==> config.mk <==
export PLATFORM = sky130hd
export DESIGN_NAME = move_gen_host
export DESIGN_NICKNAME = d
export VERILOG_FILES = /design/src/logic/chess_pkg.sv /design/src/logic/regmap_pkg.sv /design/src/logic/move_gen_host.sv /design/src/logic/read_mux.sv /design/src/logic/board_regs.sv /design/src/logic/setup_regs.sv /design/src/logic/axi_lite_ctrl.sv
export SDC_FILE = /design/constraint.sdc
export NUM_CORES = 1
export LEC_CHECK = 0
export ABC_AREA = 0
export BUFFER_PORTS_ARGS = -buffer_cell sky130_fd_sc_hd__buf_2
export CORE_AREA = 2 2 341 343
export CTS_CLUSTER_DIAMETER = 50
export DETAILED_ROUTE_END_ITERATION = 8
export DIE_AREA = 0 0 343 345
export PLACE_DENSITY_LB_ADDON = 0.08
export SETUP_SLACK_MARGIN = 0.5
export SLEW_MARGIN = 30
export SYNTH_ARGS = -nofsm -noshare
export SYNTH_HDL_FRONTEND = slang
export SYNTH_SLANG_ARGS = --single-unit
==> constraint.sdc <==
create_clock -name clk -period 2.7 [get_ports clk]
set_input_delay 0.27 -clock clk [delete_from_list [all_inputs] [get_ports clk]]
set_output_delay 0.27 -clock clk [all_outputs]
set_load 0.03 [all_outputs]
==> src/logic/chess_pkg.sv <==
package chess_pkg;

   localparam int PIECE_WIDTH   = 4;
   localparam int BOARD_ROWS    = 8;
   localparam int SIDE_WIDTH    = BOARD_ROWS * PIECE_WIDTH; // Eight squares per row
   localparam int ROW_SEL_WIDTH = $clog2(BOARD_ROWS);

   // Row n at bits n*SIDE_WIDTH upward
   typedef logic [BOARD_ROWS-1:0][SIDE_WIDTH-1:0] board_t;

   typedef struct packed {
      logic       white_to_move;
      logic [3:0] castle_mask;
      logic [3:0] en_passant_col;
   } position_t;

   typedef struct packed {
      logic mate;
      logic stalemate;
      logic thrice_rep;
      logic fifty_move;
      logic insufficient_material;
      logic idle;
      logic moves_ready;   // All moves generated
      logic move_ready;    // Indexed move valid
   } root_status_t;

   typedef struct packed {
      board_t      board;
      position_t   position;
      logic        white_in_check;
      logic        black_in_check;
      logic        capture;
      logic        thrice_rep;
      logic        fifty_move;
      logic        insufficient_material;
      logic [63:0] white_attacks;   // One bit per square
      logic [63:0] black_attacks;
      logic [31:0] eval;            // Sign-extended
   } move_result_t;

   typedef struct packed {
      logic new_board_valid;
      logic clear_moves;
      logic use_random_bit;
      logic soft_reset;
   } ctrl_flags_t;

endpackage
==> src/logic/regmap_pkg.sv <==
package regmap_pkg;

   localparam int ADDR_WIDTH      = 16;
   localparam int DATA_WIDTH      = 32;
   localparam int REG_INDEX_WIDTH = 10;   // Byte address bits 11:2

   localparam logic [1:0] RESP_OKAY = 2'b00;

   localparam logic [REG_INDEX_WIDTH-1:0] REG_CTRL            = 10'd0;
   localparam logic [REG_INDEX_WIDTH-1:0] REG_MOVE_INDEX      = 10'd1;
   localparam logic [REG_INDEX_WIDTH-1:0] REG_POSITION        = 10'd2;
   localparam logic [REG_INDEX_WIDTH-1:0] REG_HALF_MOVE       = 10'd3;
   localparam logic [REG_INDEX_WIDTH-1:0] REG_CAPTURE         = 10'd4;
   localparam logic [REG_INDEX_WIDTH-1:0] REG_BOARD_BASE      = 10'd8;
   localparam logic [REG_INDEX_WIDTH-1:0] REG_WHITE_ATK_LO    = 10'd128;
   localparam logic [REG_INDEX_WIDTH-1:0] REG_WHITE_ATK_HI    = 10'd129;
   localparam logic [REG_INDEX_WIDTH-1:0] REG_BLACK_ATK_LO    = 10'd130;
   localparam logic [REG_INDEX_WIDTH-1:0] REG_BLACK_ATK_HI    = 10'd131;
   localparam logic [REG_INDEX_WIDTH-1:0] REG_MOVE_FLAGS      = 10'd132;
   localparam logic [REG_INDEX_WIDTH-1:0] REG_MOVE_POSITION   = 10'd133;
   localparam logic [REG_INDEX_WIDTH-1:0] REG_MOVE_EVAL       = 10'd134;
   localparam logic [REG_INDEX_WIDTH-1:0] REG_MOVE_COUNT      = 10'd135;
   localparam logic [REG_INDEX_WIDTH-1:0] REG_ROOT_EVAL       = 10'd136;
   localparam logic [REG_INDEX_WIDTH-1:0] REG_MOVE_BOARD_BASE = 10'd172;

   typedef struct packed {
      logic [ADDR_WIDTH-1:0] awaddr;
      logic                  awvalid;
      logic [DATA_WIDTH-1:0] wdata;
      logic                  wvalid;
      logic                  bready;
      logic [ADDR_WIDTH-1:0] araddr;
      logic                  arvalid;
      logic                  rready;
   } axi_req_t;

   typedef struct packed {
      logic                  awready;
      logic                  wready;
      logic                  bvalid;
      logic [1:0]            bresp;
      logic                  arready;
      logic                  rvalid;
      logic [DATA_WIDTH-1:0] rdata;
      logic [1:0]            rresp;
   } axi_rsp_t;

   typedef struct packed {
      logic                       strobe;
      logic [REG_INDEX_WIDTH-1:0] index;
      logic [DATA_WIDTH-1:0]      data;
   } wr_cmd_t;

   // Control word layout, bit 31 first
   typedef struct packed {
      logic        soft_reset;
      logic        use_random_bit;
      logic [19:0] reserved;
      logic        insufficient_material;
      logic        fifty_move;
      logic        idle;
      logic        thrice_rep;
      logic        mate;
      logic        stalemate;
      logic        move_ready;
      logic        moves_ready;
      logic        clear_moves;
      logic        new_board_valid;
   } ctrl_word_t;

   typedef struct packed {
      logic [22:0]          reserved;
      chess_pkg::position_t position;
   } pos_word_t;

   typedef union packed {
      ctrl_word_t ctrl;
      pos_word_t  pos;
   } reg_word_u;

endpackage

==> src/logic/move_gen_host.sv <==
module move_gen_host #(
   parameter int MOVE_INDEX_WIDTH = 8,
   parameter int HALF_MOVE_WIDTH  = 10
) (
   input  logic                        clk,
   input  logic                        rst_n,
   input  regmap_pkg::axi_req_t        req,
   output regmap_pkg::axi_rsp_t        rsp,
   input  chess_pkg::root_status_t     root_status,
   input  logic [31:0]                 root_eval,
   input  logic [MOVE_INDEX_WIDTH-1:0] move_count,
   input  chess_pkg::move_result_t     move_result,
   output chess_pkg::ctrl_flags_t      ctrl,
   output logic [MOVE_INDEX_WIDTH-1:0] move_index,
   output chess_pkg::position_t        position,
   output logic [HALF_MOVE_WIDTH-1:0]  half_move,
   output logic                        capture_moves,
   output chess_pkg::board_t           board
);
   import regmap_pkg::*;

   wr_cmd_t                    wr_cmd;
   logic [REG_INDEX_WIDTH-1:0] rd_index;
   logic [DATA_WIDTH-1:0]      rd_word;

   axi_lite_ctrl i_axi_lite_ctrl (
      .clk      (clk),
      .rst_n    (rst_n),
      .req      (req),
      .rd_word  (rd_word),
      .rsp      (rsp),
      .wr_cmd   (wr_cmd),
      .rd_index (rd_index)
   );

   setup_regs #(
      .MOVE_INDEX_WIDTH (MOVE_INDEX_WIDTH),
      .HALF_MOVE_WIDTH  (HALF_MOVE_WIDTH)
   ) i_setup_regs (
      .clk           (clk),
      .rst_n         (rst_n),
      .wr_cmd        (wr_cmd),
      .ctrl          (ctrl),
      .move_index    (move_index),
      .position      (position),
      .half_move     (half_move),
      .capture_moves (capture_moves)
   );

   board_regs i_board_regs (
      .clk    (clk),
      .rst_n  (rst_n),
      .wr_cmd (wr_cmd),
      .board  (board)
   );

   read_mux #(
      .MOVE_INDEX_WIDTH (MOVE_INDEX_WIDTH),
      .HALF_MOVE_WIDTH  (HALF_MOVE_WIDTH)
   ) i_read_mux (
      .rd_index      (rd_index),
      .ctrl          (ctrl),
      .move_index    (move_index),
      .position      (position),
      .half_move     (half_move),
      .capture_moves (capture_moves),
      .board         (board),
      .root_status   (root_status),
      .root_eval     (root_eval),
      .move_count    (move_count),
      .move_result   (move_result),
      .rd_word       (rd_word)
   );

endmodule

==> src/logic/read_mux.sv <==
module read_mux #(
   parameter int MOVE_INDEX_WIDTH = 8,
   parameter int HALF_MOVE_WIDTH  = 10
) (
   input  logic [regmap_pkg::REG_INDEX_WIDTH-1:0] rd_index,
   input  chess_pkg::ctrl_flags_t                 ctrl,
   input  logic [MOVE_INDEX_WIDTH-1:0]            move_index,
   input  chess_pkg::position_t                   position,
   input  logic [HALF_MOVE_WIDTH-1:0]             half_move,
   input  logic                                   capture_moves,
   input  chess_pkg::board_t                      board,
   input  chess_pkg::root_status_t                root_status,
   input  logic [31:0]                            root_eval,
   input  logic [MOVE_INDEX_WIDTH-1:0]            move_count,
   input  chess_pkg::move_result_t                move_result,
   output logic [regmap_pkg::DATA_WIDTH-1:0]      rd_word
);
   import chess_pkg::*;
   import regmap_pkg::*;

   ctrl_word_t                 ctrl_word;
   logic [REG_INDEX_WIDTH-1:0] board_offset;
   logic [REG_INDEX_WIDTH-1:0] move_board_offset;

   assign board_offset      = rd_index - REG_BOARD_BASE;
   assign move_board_offset = rd_index - REG_MOVE_BOARD_BASE;

   // Written flags merged with live root status
   always_comb
   begin
      ctrl_word                       = '0;
      ctrl_word.new_board_valid       = ctrl.new_board_valid;
      ctrl_word.clear_moves           = ctrl.clear_moves;
      ctrl_word.use_random_bit        = ctrl.use_random_bit;
      ctrl_word.soft_reset            = ctrl.soft_reset;
      ctrl_word.moves_ready           = root_status.moves_ready;
      ctrl_word.move_ready            = root_status.move_ready;
      ctrl_word.stalemate             = root_status.stalemate;
      ctrl_word.mate                  = root_status.mate;
      ctrl_word.thrice_rep            = root_status.thrice_rep;
      ctrl_word.idle                  = root_status.idle;
      ctrl_word.fifty_move            = root_status.fifty_move;
      ctrl_word.insufficient_material = root_status.insufficient_material;
   end

   always_comb
   begin
      rd_word = '0;
      case (rd_index)
         REG_CTRL:          rd_word = ctrl_word;
         REG_MOVE_INDEX:    rd_word = 32'(move_index);
         REG_POSITION:      rd_word = 32'(position);
         REG_HALF_MOVE:     rd_word = 32'(half_move);
         REG_CAPTURE:       rd_word = 32'(capture_moves);
         REG_WHITE_ATK_LO:  rd_word = move_result.white_attacks[31:0];
         REG_WHITE_ATK_HI:  rd_word = move_result.white_attacks[63:32];
         REG_BLACK_ATK_LO:  rd_word = move_result.black_attacks[31:0];
         REG_BLACK_ATK_HI:  rd_word = move_result.black_attacks[63:32];
         REG_MOVE_FLAGS:
         begin
            rd_word = 32'({move_result.insufficient_material, move_result.fifty_move,
                           move_result.thrice_rep, move_result.black_in_check,
                           move_result.white_in_check, move_result.capture});
         end
         REG_MOVE_POSITION: rd_word = 32'(move_result.position);
         REG_MOVE_EVAL:     rd_word = move_result.eval;
         REG_MOVE_COUNT:    rd_word = 32'(move_count);
         REG_ROOT_EVAL:     rd_word = root_eval;
         default:
         begin
            if (board_offset < REG_INDEX_WIDTH'(BOARD_ROWS))
               rd_word = board[board_offset[ROW_SEL_WIDTH-1:0]];   // Loaded board
            else if (move_board_offset < REG_INDEX_WIDTH'(BOARD_ROWS))
               rd_word = move_result.board[move_board_offset[ROW_SEL_WIDTH-1:0]];
         end
      endcase
   end

endmodule

==> src/logic/board_regs.sv <==
module board_regs (
   input  logic                clk,
   input  logic                rst_n,
   input  regmap_pkg::wr_cmd_t wr_cmd,
   output chess_pkg::board_t   board
);
   import chess_pkg::*;
   import regmap_pkg::*;

   logic [REG_INDEX_WIDTH-1:0] row_offset;
   logic                       row_hit;

   assign row_offset = wr_cmd.index - REG_BOARD_BASE;
   assign row_hit    = row_offset < REG_INDEX_WIDTH'(BOARD_ROWS);   // Wraps below base

   always_ff @(posedge clk or negedge rst_n)
   begin
      if (!rst_n)
      begin
         board <= '0;
      end
      else if (wr_cmd.strobe && row_hit)
      begin
         board[row_offset[ROW_SEL_WIDTH-1:0]] <= wr_cmd.data[SIDE_WIDTH-1:0];
      end
   end

endmodule

==> src/logic/setup_regs.sv <==
module setup_regs #(
   parameter int MOVE_INDEX_WIDTH = 8,
   parameter int HALF_MOVE_WIDTH  = 10
) (
   input  logic                        clk,
   input  logic                        rst_n,
   input  regmap_pkg::wr_cmd_t         wr_cmd,
   output chess_pkg::ctrl_flags_t      ctrl,
   output logic [MOVE_INDEX_WIDTH-1:0] move_index,
   output chess_pkg::position_t        position,
   output logic [HALF_MOVE_WIDTH-1:0]  half_move,
   output logic                        capture_moves
);
   import regmap_pkg::*;

   reg_word_u word;

   assign word = wr_cmd.data;   // Flags at REG_CTRL, position at REG_POSITION

   always_ff @(posedge clk or negedge rst_n)
   begin
      if (!rst_n)
      begin
         ctrl          <= '0;
         move_index    <= '0;
         position      <= '0;
         half_move     <= '0;
         capture_moves <= 1'b0;
      end
      else if (wr_cmd.strobe)
      begin
         case (wr_cmd.index)
            REG_CTRL:
            begin
               // Levels, held until rewritten
               ctrl <= '{new_board_valid: word.ctrl.new_board_valid,
                         clear_moves:     word.ctrl.clear_moves,
                         use_random_bit:  word.ctrl.use_random_bit,
                         soft_reset:      word.ctrl.soft_reset};
            end
            REG_MOVE_INDEX:
            begin
               move_index <= wr_cmd.data[MOVE_INDEX_WIDTH-1:0];
            end
            REG_POSITION:
            begin
               position <= word.pos.position;
            end
            REG_HALF_MOVE:
            begin
               half_move <= wr_cmd.data[HALF_MOVE_WIDTH-1:0];
            end
            REG_CAPTURE:
            begin
               capture_moves <= wr_cmd.data[0];
            end
            default:
            begin
               // Read-only or unmapped index
            end
         endcase
      end
   end

endmodule

==> src/logic/axi_lite_ctrl.sv <==
module axi_lite_ctrl (
   input  logic                                   clk,
   input  logic                                   rst_n,
   input  regmap_pkg::axi_req_t                   req,
   input  logic [regmap_pkg::DATA_WIDTH-1:0]      rd_word,
   output regmap_pkg::axi_rsp_t                   rsp,
   output regmap_pkg::wr_cmd_t                    wr_cmd,
   output logic [regmap_pkg::REG_INDEX_WIDTH-1:0] rd_index
);
   import regmap_pkg::*;

   logic                       aw_pending;
   logic                       w_pending;
   logic                       bvalid;
   logic                       rvalid;
   logic                       strobe;
   logic [REG_INDEX_WIDTH-1:0] aw_index;
   logic [DATA_WIDTH-1:0]      w_data;
   logic [DATA_WIDTH-1:0]      rdata;
   logic                       awready;
   logic                       wready;
   logic                       arready;
   logic                       aw_accept;
   logic                       w_accept;
   logic                       ar_accept;
   logic                       wr_fire;

   function automatic logic [REG_INDEX_WIDTH-1:0] reg_index(input logic [ADDR_WIDTH-1:0] addr);
      return addr[REG_INDEX_WIDTH+1:2];   // Word address
   endfunction

   assign awready   = !aw_pending && !bvalid;
   assign wready    = !w_pending && !bvalid;
   assign arready   = !rvalid || req.rready;   // Free once current data is taken
   assign aw_accept = req.awvalid && awready;
   assign w_accept  = req.wvalid && wready;
   assign ar_accept = req.arvalid && arready;
   assign wr_fire   = aw_pending && w_pending;
   assign rd_index  = reg_index(req.araddr);

   always_ff @(posedge clk or negedge rst_n)
   begin
      if (!rst_n)
      begin
         aw_pending <= 1'b0;
         w_pending  <= 1'b0;
         bvalid     <= 1'b0;
         rvalid     <= 1'b0;
         strobe     <= 1'b0;
      end
      else
      begin
         strobe <= wr_fire;   // One cycle, paired with bvalid
         if (wr_fire)
         begin
            aw_pending <= 1'b0;
            w_pending  <= 1'b0;
         end
         else
         begin
            if (aw_accept)
               aw_pending <= 1'b1;
            if (w_accept)
               w_pending <= 1'b1;
         end
         if (wr_fire)
            bvalid <= 1'b1;
         else if (bvalid && req.bready)
            bvalid <= 1'b0;
         if (ar_accept)
            rvalid <= 1'b1;
         else if (req.rready)
            rvalid <= 1'b0;
      end
   end

   always_ff @(posedge clk)
   begin
      if (aw_accept)
         aw_index <= reg_index(req.awaddr);
      if (w_accept)
         w_data <= req.wdata;
      if (ar_accept)
         rdata <= rd_word;
   end

   assign rsp = '{awready: awready, wready: wready, bvalid: bvalid, bresp: RESP_OKAY,
                  arready: arready, rvalid: rvalid, rdata: rdata, rresp: RESP_OKAY};

   assign wr_cmd = '{strobe: strobe, index: aw_index, data: w_data};

endmodule

==> flow_metrics.env, run 1 <==
export IMPL_antenna_found_initial=68
export IMPL_rrSetupSlack_ps=440
export IMPL_layout_min_cycle_time_ps=2260
export IMPL_synthArstFlopShare_pct=79.8
export IMPL_syn_inst=1515
export IMPL_synth_top_family_by_area="multiplexers"
export IMPL_die_x_um=343
export IMPL_design_power_total_uw=18800
export IMPL_synthToLayoutAreaGrowth_pct=51.9
export IMPL_synth_top_area_share_pct=36.5
export IMPL_finClkSkew_ps=26.4
export IMPL_timing_rr_end="i_board_regs.board[176]"
export IMPL_synth_compound_area_share_pct=7.30
export IMPL_final_area_mm2=0.0305
export IMPL_viasPerCell=4.53
export IMPL_synth_largest_area_cell="dfrtp_1"
export IMPL_netlist_top_cells_area="dfrtp_1, mux4_2, mux2_2, edfxtp_1, mux2_1"
export IMPL_cp_arrival_ps=2760
export IMPL_seq_area_frac_synth_pct=47.6
export IMPL_regArea_mm2=0.00955
export IMPL_grt_first_pass_wirelength_mm=172
export IMPL_synth_flop_cell="dfrtp_1"
export IMPL_maxSlewViolCount=0
export IMPL_grt_pass1_vias=19940
export IMPL_clkPwrFrac_pct=52.3
export IMPL_start_kind="flop"
export IMPL_r2r_cells=8
export IMPL_clock_latency_ps=640
export IMPL_wl_mm=130
export IMPL_worst_slack_ps=437
export IMPL_wl_per_cell_um=31.4
export IMPL_startpoint="i_axi_lite_ctrl.aw_index[3]"
export IMPL_core_area_mm2=0.115
export IMPL_drive_gt1_share_pct=59.7
export IMPL_critPathMaxFanout=26
export IMPL_rsz0062_at_grt="true"
export IMPL_switching_share_pct=28.7
export IMPL_final_nets=3078
export IMPL_synthMuxAreaShare_pct=33.1
export IMPL_placed_area_mm2=0.0269
export IMPL_clkTransAtPathRegs_ps=50
export IMPL_irDropWorstVdd_v=0.000438
export IMPL_maxCapViolCount=0
export IMPL_tns_ps=0
export IMPL_worst_pin_slew_ps=855
export IMPL_setup_viol=0
export IMPL_crit_reg2reg_launch="i_axi_lite_ctrl.aw_index[3]"
export IMPL_worstSetupEndpointType="flop"
export IMPL_hold_viol_final=0
export IMPL_syn_area_mm2=0.0201
export IMPL_required_ps=3190
export IMPL_grt_overflow_total=0
export IMPL_fin_crit_sh_pct=83.8
export IMPL_die_y_um=345
export IMPL_row_count=125
export IMPL_ys_ff_latch=367
export IMPL_switchingPower_uw=5390
export IMPL_start_util_pct=17.4
export IMPL_slowest_delay_ps=420
export IMPL_fmax_mhz=442
export IMPL_seqPwrFrac_pct=34.0
export IMPL_yosys_area_share_xor_xnor_pct=0.0873
export IMPL_cts_root_buf="clkbuf_16"
export IMPL_yosysMostFrequentCell="dfrtp_1"
export IMPL_place_congestion=0.926
export IMPL_ant_nets=0
export IMPL_grt_max_degree=64
export IMPL_ys_warn_count=0
export IMPL_path_class="flop to flop"
export IMPL_yosys_area_share_simple_pct=7.47
export IMPL_clockBufferDepth=3
export IMPL_synth_edf_count=74
export IMPL_vias=18696
export IMPL_htreeDepth=3
export IMPL_dieArea_mm2=0.118
export IMPL_maxSlewHeadroom_pct=43.0
export IMPL_synthTopCellsByCount="dfrtp_1, mux2_2, mux4_2"
export IMPL_n_fill_cell=12324
export IMPL_multi_input_area_mm2=0.00986
export IMPL_p_per_area_mw_per_mm2=616
export IMPL_synthAdderAreaFrac_pct=0.437
export IMPL_synth_distinct_cells=68
export IMPL_path_cells="buf_4 -> nor3_1 -> nand2_1 -> a211o_4 -> nor2_8 -> nand2_2 -> buf_12 -> mux2_2"
export IMPL_endpoint="i_board_regs.board[176]"
export IMPL_pwr_share_comb_pct=13.7
export IMPL_track_usage_pct=21.0
export IMPL_crit_slowest_cell="a211o_4"
export IMPL_io_buffers=862
export IMPL_p_leak_uw=0.0150
export IMPL_drt_iter0_markers=1148
export IMPL_outcome="finished, final reports clean"
export IMPL_drc=0
export IMPL_cellInternalPower_uw=13400
export IMPL_hold_class="primary input to flop"
export IMPL_cts_tree="yes"
export IMPL_fin_util_pct=26.5
export IMPL_drt_pass1_iter_count=8
export IMPL_io_pins=879
export IMPL_avgSynthCellArea_um2=13.2
export IMPL_clkSinkCount=367
export IMPL_cts_buffers=78
export IMPL_place_ws_ps=-330
export IMPL_dp_hpwl_mm=102
final cells by class:
class,instances,area share [%]
Timing Repair Buffer,1057,20.9
Clock buffer,105,7.14
Sequential cell,367,31.3
Tap cell,1524,6.26
Multi-Input combinational cell,1008,32.4
Antenna cell,19,0.156
Inverter,9,0.131
Clock inverter,41,1.69
worst min path at each step:
stage,startpoint,end,slack [ps],cells after the start
2_1_floorplan,rst_n,i_axi_lite_ctrl.aw_pending,-30,0
3_3_place_gp,rst_n,i_board_regs.board[215],290,1
3_5_place_dp,rst_n,i_board_regs.board[251],300,1
4_1_cts,move_result[17],i_axi_lite_ctrl.rdata[17],2,3
5_1_grt,move_result[17],i_axi_lite_ctrl.rdata[17],30,3
6_report,move_result[17],i_axi_lite_ctrl.rdata[17],60,3
layout by cell type, fill, tap and decap left out, drive strengths merged, types with 5 or more instances in the layout:
cell type,instances
nand2b,5
a21oi,75
ha,7
nor3,43
nor2,83
mux4,133
clkinv,13
mux2i,31
diode,19
clkinvlp,16
a22o,8
o21ai,25
a221oi,7
nand3,15
clkbuf,110
a22oi,27
inv,14
edfxtp,74
mux2,296
bufinv,7
nor2b,7
a32oi,7
a211oi,8
a31oi,6
dfrtp,293
and2,8
a222oi,13
nor4,6
dlygate4sd3,55
o211ai,5
nand2,136
a2111oi,8
buf,997
cells by family after synthesis:
kind of cell	after synthesis
other cells	1
simple gates	320
buf+inv	143
compound gates	215
fa+ha+maj	7
mux	460
flops	367
xor+xnor	2
power by group through the flow:
| stage | combinational (uW) | clock, uW | sequential [uW] |
|---|---|---|---|
| 2_1_floorplan | 1030 | 0 | 6520 |
| 3_3_place_gp | 2520 | 0 | 6470 |
| 3_5_place_dp | 2530 | 0 | 6480 |
| 4_1_cts | 2610 | 10100 | 6390 |
| 5_1_grt | 2730 | 10400 | 6430 |
| 6_report | 2570 | 9830 | 6380 |
critical path, delay by kind of cell (launching register included):
kind	cells	cell delay, ps
DFF	1	380
and+or+nand+nor	4	570
buffers and inverters	2	330
muxes	1	330
AOI/OAI and AO/OA	1	420
flip-flops by register name (all words and copies together), names as in the netlist, 4 cells and up:
name	cells
i_board_regs.board	256
i_axi_lite_ctrl.rdata	32
i_axi_lite_ctrl.w_data	32
i_axi_lite_ctrl.aw_index	10
i_setup_regs.half_move	10
i_setup_regs.position	9
i_setup_regs.move_index	8
i_setup_regs.ctrl	4
per-stage QoR:
step	instances	hold slack, ps
global placement	3901	290
global route	4124	31.8
floorplan	1518	-25.6
detailed placement	3901	296
finish	4130	64.1
CTS	4103	1.69
per-layer routing:
| layer | track usage [%] | vias to the layer above | share of wire [%] |
|---|---|---|---|
| li1 | - | 7887 | - |
| met1 | 26.1 | 9737 | 41 |
| met2 | 35.4 | 866 | 49 |
| met3 | 5.60 | 190 | 7.9 |
| met4 | 6.02 | 16 | 2.4 |
| met5 | 0 | - | 0.071 |
repair_timing:
| action | 4_1_cts | 5_1_grt |
|---|---|---|
| resized for setup | 6 | 11 |
| cloned | 0 | 6 |
| hold endpoints to repair | 107 | 0 |
| setup buffers | 1 | 2 |
| hold buffers | 55 | 0 |
| pin swaps | 3 | 0 |
| setup endpoints to repair | 204 | 252 |
No activity file was read; power rests on OpenSTA's default activity.
==> run 2: changes to the inputs <==
--- a/config.mk
+++ b/config.mk
@@ -5,12 +5,12 @@
 export SDC_FILE = /design/constraint.sdc
 export NUM_CORES = 1
 export LEC_CHECK = 0
-export ABC_AREA = 0
+export ABC_AREA = 1
 export BUFFER_PORTS_ARGS = -buffer_cell sky130_fd_sc_hd__buf_2
-export CORE_AREA = 2 2 341 343
+export CORE_AREA = 2 2 347 349
 export CTS_CLUSTER_DIAMETER = 50
 export DETAILED_ROUTE_END_ITERATION = 8
-export DIE_AREA = 0 0 343 345
+export DIE_AREA = 0 0 349 351
 export PLACE_DENSITY_LB_ADDON = 0.08
 export SETUP_SLACK_MARGIN = 0.5
 export SLEW_MARGIN = 30
==> constraint.sdc (replaced) <==
create_clock -name clk -period 2.01 [get_ports clk]
set_input_delay 0.201 -clock clk [delete_from_list [all_inputs] [get_ports clk]]
set_output_delay 0.201 -clock clk [all_outputs]
set_load 0.03 [all_outputs]
==> run 2 against run 1 <==
Utilization rose by 0.82 points; largest cell class is now sequential cells; clock power is 29% higher; worst setup slack worse by 350 ps; flip-flop and latch count unchanged; critical path type unchanged; hold slack worse by 29 ps; global-route usage is 1.7 points higher; non-clock buffer count up 158.
==> flow_metrics.env, run 2 <==
export IMPL_outcome="finished, final reports clean"
export IMPL_synth_edf_count=74
export IMPL_regMostFlops="i_board_regs.board"
export IMPL_die_x_um=349
export IMPL_hold_viol_final=0
export IMPL_irDropWorstVdd_v=0.000678
export IMPL_netlist_top_cells_area="dfrtp_1, nand2_1, edfxtp_1, o21ai_0, nand4_1"
export IMPL_ys_ff_latch=367
export IMPL_wl_per_cell_um=27.7
export IMPL_row_count=127
export IMPL_slowest_delay_ps=370
export IMPL_start_kind="flop"
export IMPL_place_ws_ps=-549
export IMPL_final_area_mm2=0.0325
export IMPL_fin_cells=5398
export IMPL_yosysMostFrequentCell="nand2_1"
export IMPL_crit_slowest_cell="edfxtp_1"
export IMPL_io_buffers=862
export IMPL_dp_cells=5119
export IMPL_grt_max_degree=70
export IMPL_p_leak_uw=0.0162
export IMPL_final_common_cell="buf_2"
export IMPL_grt_pass1_vias=23874
export IMPL_viasPerCell=4.38
export IMPL_synthArstFlopShare_pct=79.8
export IMPL_maxSlewViolCount=0
export IMPL_clockBufferDepth=3
export IMPL_worst_slack_ps=86.4
export IMPL_critPathMaxFanout=8
export IMPL_ys_warn_count=0
export IMPL_grt_first_pass_wirelength_mm=194
export IMPL_antenna_found_initial=40
export IMPL_worst_pin_slew_ps=868
export IMPL_synthTopCellsByCount="nand2_1, dfrtp_1, o21ai_0"
export IMPL_io_pins=879
export IMPL_drt_iter0_markers=1518
export IMPL_syn_area_mm2=0.0202
export IMPL_rsz0062_at_grt="true"
export IMPL_dp_hpwl_mm=113
export IMPL_final_cell_mix="buf_2, nand2_1, dfrtp_1, o21ai_1, nor2_1"
export IMPL_drc=0
export IMPL_synth_top_area_share_pct=36.4
export IMPL_start_util_pct=16.9
export IMPL_setup_viol=0
export IMPL_finClkSkew_ps=22.0
export IMPL_cts_root_buf="clkbuf_16"
export IMPL_cts_tree="yes"
export IMPL_path_delay_family="buffers and inverters"
export IMPL_dieArea_mm2=0.122
export IMPL_ant_nets=0
export IMPL_avgSynthCellArea_um2=7.60
export IMPL_largestRegisters="i_board_regs.board (256), i_axi_lite_ctrl.rdata (32), i_axi_lite_ctrl.w_data (32)"
export IMPL_required_ps=2500
export IMPL_clkSinkCount=367
export IMPL_core_area_mm2=0.119
export IMPL_maxSlewHeadroom_pct=42.0
export IMPL_final_nets=4327
export IMPL_synthToLayoutAreaGrowth_pct=61.1
export IMPL_path_cells="inv_2 -> ha_4 -> nand4_1 -> nor2_2 -> nand2_2 -> nor2_4 -> buf_4 -> nand3_4 -> buf_12 -> clkbuf_16 -> nand2_1 -> o21ai_1"
export IMPL_track_usage_pct=22.7
export IMPL_synth_largest_area_cell="dfrtp_1"
export IMPL_cp_arrival_ps=2410
export IMPL_place_congestion=0.863
export IMPL_grt_overflow_total=0
export IMPL_synth_flop_cell="dfrtp_1"
export IMPL_largest_reg_flops=256
export IMPL_vias=23645
export IMPL_seq_area_frac_synth_pct=47.4
export IMPL_drt_pass1_iter_count=6
export IMPL_drive_gt1_share_pct=37.8
export IMPL_clock_latency_ps=640
export IMPL_fin_crit_sh_pct=95.7
export IMPL_die_y_um=351
export IMPL_maxCapViolCount=0
export IMPL_fmax_mhz=520
export IMPL_syn_inst=2652
export IMPL_path_class="flop to flop"
export IMPL_cts_buffers=74
export IMPL_layout_min_cycle_time_ps=1920
export IMPL_htreeDepth=3
export IMPL_hold_class="primary input to flop"
export IMPL_worstSetupEndpointType="flop"
export IMPL_placed_area_mm2=0.0281
export IMPL_crit_buf_inv=4
export IMPL_synth_distinct_cells=37
export IMPL_clkTransAtPathRegs_ps=50
export IMPL_wl_mm=150
export IMPL_p_per_area_mw_per_mm2=768
export IMPL_rrSetupSlack_ps=90
==> run 2: cell types whose count changed in the layout (fill, tap and decap cells not counted), sizes merged, moves of 37 or more <==
cell,previous run,this run
nor3,43,4
or2,1,110
mux4,133,0
nand3,15,140
mux2,296,0
inv,14,162
dlygate4sd3,55,92
nor2,83,222
nand2,136,828
buf,997,1111
nand4,3,131
o21ai,25,371
==> run 2: metrics by stage <==
stage | utilization [%] | hold WS, ps | TNS (ps) | power (uW)
final | 27.3 | 35.4 | 0 | 24900
after global routing | 27.3 | 42.6 | -965 | 26000
after CTS | 26.7 | 1.39 | 0 | 25300
after detailed placement | 23.6 | 99.9 | -13040 | 12200
after global placement | 23.6 | 98.2 | -12740 | 12200
after floorplan | - | -94.6 | 0 | 10000
==> run 2: cells by family after synthesis <==
logic type	share of synthesized area, %
buffers and inverters	6.88
AO/OA/AOI/OAI	13.1
adder cells (fa/ha/maj)	0.434
other	0.0186
XOR/XNOR	0.0434
flip-flops	47.4
AND/OR/NAND/NOR	32.2
==> run 2: worst paths after layout <==
kind / to / startpoint / cells after the start
setup / recovery: i_board_regs.board[99] / i_axi_lite_ctrl.aw_index[3] / 12
hold / removal: i_axi_lite_ctrl.rdata[1] / move_count[1] / 7
hold reg to reg: i_board_regs.board[173] / i_board_regs.board[173] / 2
max in group asynchronous: i_board_regs.board[24] / rst_n / 3
setup reg to reg: i_board_regs.board[99] / i_axi_lite_ctrl.aw_index[3] / 12
min in group asynchronous: i_board_regs.board[189] / rst_n / 3
==> run 2: final cells by class <==
| class | count | area (um2) |
|---|---|---|
| Sequential cell | 367 | 9550 |
| Multi-Input combinational cell | 1956 | 9540 |
| Timing Repair Buffer | 1215 | 8270 |
| Clock buffer | 91 | 2030 |
| Antenna cell | 21 | 52.6 |
| Inverter | 156 | 612 |
| Clock inverter | 44 | 497 |
| Fill cell | 13295 | 86500 |
| Tap cell | 1548 | 1940 |
==> run 2: per-layer routing <==
layer / track usage [%] / part of all wire (%)
met4: 8.20 / 3.2
met5: 0 / 0.057
met2: 38.9 / 49
met1: 27.7 / 42
met3: 5.17 / 5.9
==> run 2: what timing repair did <==
action | 4_1_cts | 5_1_grt
hold buffers | 92 | 0
setup buffers | 5 | 7
cloned | 2 | 17
resized for setup | 22 | 54
setup endpoints to repair | 474 | 507
pin swaps | 5 | 11
endpoints found under the hold margin | 356 | 0
==> run 2: worst min-delay path: cells and delay by family <==
family	cells	cell delay, ps
and+or+nand+nor	6	270
buffers and inverters	1	90
==> run 2: power by group <==
part / switching (uW) / leakage [uW] / total [uW] / internal [uW]
Clock: 4590 / 0.00122 / 12700 / 8130
Sequential: 288 / 0.00480 / 8330 / 8040
Combinational: 2610 / 0.0101 / 3880 / 1270
==> run 3: changes to the inputs <==
--- a/config.mk
+++ b/config.mk
@@ -7,10 +7,10 @@
 export LEC_CHECK = 0
 export ABC_AREA = 1
 export BUFFER_PORTS_ARGS = -buffer_cell sky130_fd_sc_hd__buf_2
-export CORE_AREA = 2 2 347 349
+export CORE_AREA = 2 2 339 341
 export CTS_CLUSTER_DIAMETER = 50
 export DETAILED_ROUTE_END_ITERATION = 8
-export DIE_AREA = 0 0 349 351
+export DIE_AREA = 0 0 341 343
 export PLACE_DENSITY_LB_ADDON = 0.08
 export SETUP_SLACK_MARGIN = 0.5
 export SLEW_MARGIN = 30
==> constraint.sdc (replaced) <==
create_clock -name clk -period 2.4 [get_ports clk]
set_input_delay 0.24 -clock clk [delete_from_list [all_inputs] [get_ports clk]]
set_output_delay 0.24 -clock clk [all_outputs]
set_load 0.03 [all_outputs]
==> run 3 against run 2 <==
Die area is 4.5% lower; sequential share of layout area is 0.47 points higher; clock power hardly changed; fmax is 1.9% lower; non-clock buffer count is 102 lower; hold slack better by 15 ps; count of clock-buffer cells in the layout is 6 higher; critical path depth stayed put; via count is 2.4% lower; sequential power is 16% lower; first-iteration DRC count is 10% lower; register-to-register slack better by 350 ps.
==> flow_metrics.env, run 3 (synthesis gave the netlist of run 2 again) <==
export IMPL_grt_pass1_vias=23217
export IMPL_clkTransAtPathRegs_ps=50
export IMPL_ant_nets=0
export IMPL_wl_mm=142
export IMPL_maxSlewHeadroom_pct=42.6
export IMPL_hold_viol_final=0
export IMPL_die_y_um=343
export IMPL_dp_hpwl_mm=108
export IMPL_synthToLayoutAreaGrowth_pct=58.6
export IMPL_setup_viol=0
export IMPL_largestRegisters="i_board_regs.board (256), i_axi_lite_ctrl.rdata (32), i_axi_lite_ctrl.w_data (32)"
export IMPL_drt_pass1_iter_count=5
export IMPL_dp_cells=5007
export IMPL_worst_pin_slew_ps=857
export IMPL_worstSetupEndpointType="flop"
export IMPL_maxCapViolCount=0
export IMPL_cts_root_buf="clkbuf_16"
export IMPL_io_buffers=862
export IMPL_fmax_mhz=510
export IMPL_clockBufferDepth=3
export IMPL_finClkSkew_ps=28.8
export IMPL_largest_reg_flops=256
export IMPL_track_usage_pct=23.0
export IMPL_n_fill_cell=12662
export IMPL_hold_class="primary input to flop"
export IMPL_cp_arrival_ps=2460
export IMPL_dieArea_mm2=0.117
export IMPL_path_class="flop to flop"
export IMPL_viasPerCell=4.38
export IMPL_final_area_mm2=0.0320
export IMPL_outcome="finished, final reports clean"
export IMPL_worst_slack_ps=438
export IMPL_drc=0
export IMPL_placed_area_mm2=0.0275
export IMPL_io_pins=879
export IMPL_cts_buffers=80
export IMPL_regMostFlops="i_board_regs.board"
export IMPL_p_per_area_mw_per_mm2=700
export IMPL_row_count=124
export IMPL_clkSinkCount=367
export IMPL_grt_busiest_layer="met2"
export IMPL_vias=23068
export IMPL_start_kind="flop"
export IMPL_critPathMaxFanout=8
export IMPL_fin_cells=5270
export IMPL_die_x_um=341
export IMPL_fin_crit_sh_pct=81.7
export IMPL_required_ps=2900
export IMPL_fin_util_pct=28.2
export IMPL_wl_per_cell_um=27.0
export IMPL_final_cell_mix="buf_2, nand2_1, dfrtp_1, o21ai_0, nor2_1"
export IMPL_antenna_found_initial=51
export IMPL_grt_overflow_total=0
export IMPL_gr_usage_met2_pct=39.4
export IMPL_rsz0062_at_grt="true"
export IMPL_maxSlewViolCount=0
export IMPL_grt_util_met1_pct=28.5
export IMPL_layout_min_cycle_time_ps=1960
export IMPL_cts_tree="yes"
export IMPL_drive_gt1_share_pct=38.0
export IMPL_htreeDepth=3
export IMPL_p_leak_uw=0.0158
export IMPL_irDropWorstVdd_v=0.000557
export IMPL_core_area_mm2=0.113
export IMPL_place_ws_ps=-164
export IMPL_start_util_pct=17.8
export IMPL_grt_max_degree=65
export IMPL_fin_hold_ws_ps=50.3
export IMPL_final_nets=4230
export IMPL_grt_first_pass_wirelength_mm=189
export IMPL_use_met3_pct=5.61
export IMPL_drt_iter0_markers=1363
export IMPL_clock_latency_ps=640
export IMPL_place_congestion=0.897
export IMPL_final_common_cell="buf_2"
[run 3: worst paths after layout]
kind,from,to,slack [ps],cells after the start
min,move_result[116],i_axi_lite_ctrl.rdata[20],50,4
min in group asynchronous,rst_n,i_board_regs.board[167],110,2
max in group asynchronous,rst_n,i_setup_regs.position[4],1480,3
max reg2reg,i_axi_lite_ctrl.aw_index[3],i_board_regs.board[60],440,12
max,i_axi_lite_ctrl.aw_index[3],i_board_regs.board[60],440,12
min reg2reg,i_board_regs.board[115],i_board_regs.board[115],510,2
[run 3: per-stage QoR]
stage	setup TNS [ps]	total power (uW)
after floorplan	0	8340
after global placement	-344	10000
after detailed placement	-421	10000
after CTS	0	22700
after global routing	0	23300
final	0	22400
[run 3: what timing repair did]
item | CTS | global route
setup endpoints to repair | 147 | 258
gates cloned | 4 | 9
hold buffers | 71 | 0
setup buffers | 6 | 6
pin swaps | 1 | 4
gates resized for setup | 22 | 103
hold endpoints to repair | 251 | 0
[run 3: routing by layer]
metal / wire length [um] / share of wire, %
met5: 142 / 0.10
met4: 3220 / 2.3
met3: 9520 / 6.7
met2: 69900 / 49
met1: 59600 / 42
[run 3: area by class of cell]
cell class | count | area (um2) | area share [%]
antenna | 17 | 42.5 | 0.133
timing repair buffer | 1113 | 7270 | 22.7
multi-input combinational | 1955 | 9640 | 30.2
inverter | 156 | 596 | 1.86
sequential | 367 | 9550 | 29.9
clock buffer | 97 | 2220 | 6.94
tap | 1512 | 1890 | 5.92
clock inverter | 53 | 758 | 2.37
[run 3: report_power, final]
group          switching [uW]  total, uW  internal (uW)
combinational            2060       3030            971
sequential                229       6960           6740
clock                    4070      12400           8330
total                    6350      22400          16000
[run 3: worst max-delay path, stage by stage (launching register included)]
cell and delay (ps):
edfxtp_1 370, inv_2 70, ha_4 250, nand4_1 100
nor2_2 140, nand2_2 90, nor2_4 110, buf_12 140
nand3_4 70, buf_12 160, clkbuf_16 210, nand2_4 70
o21ai_2 50
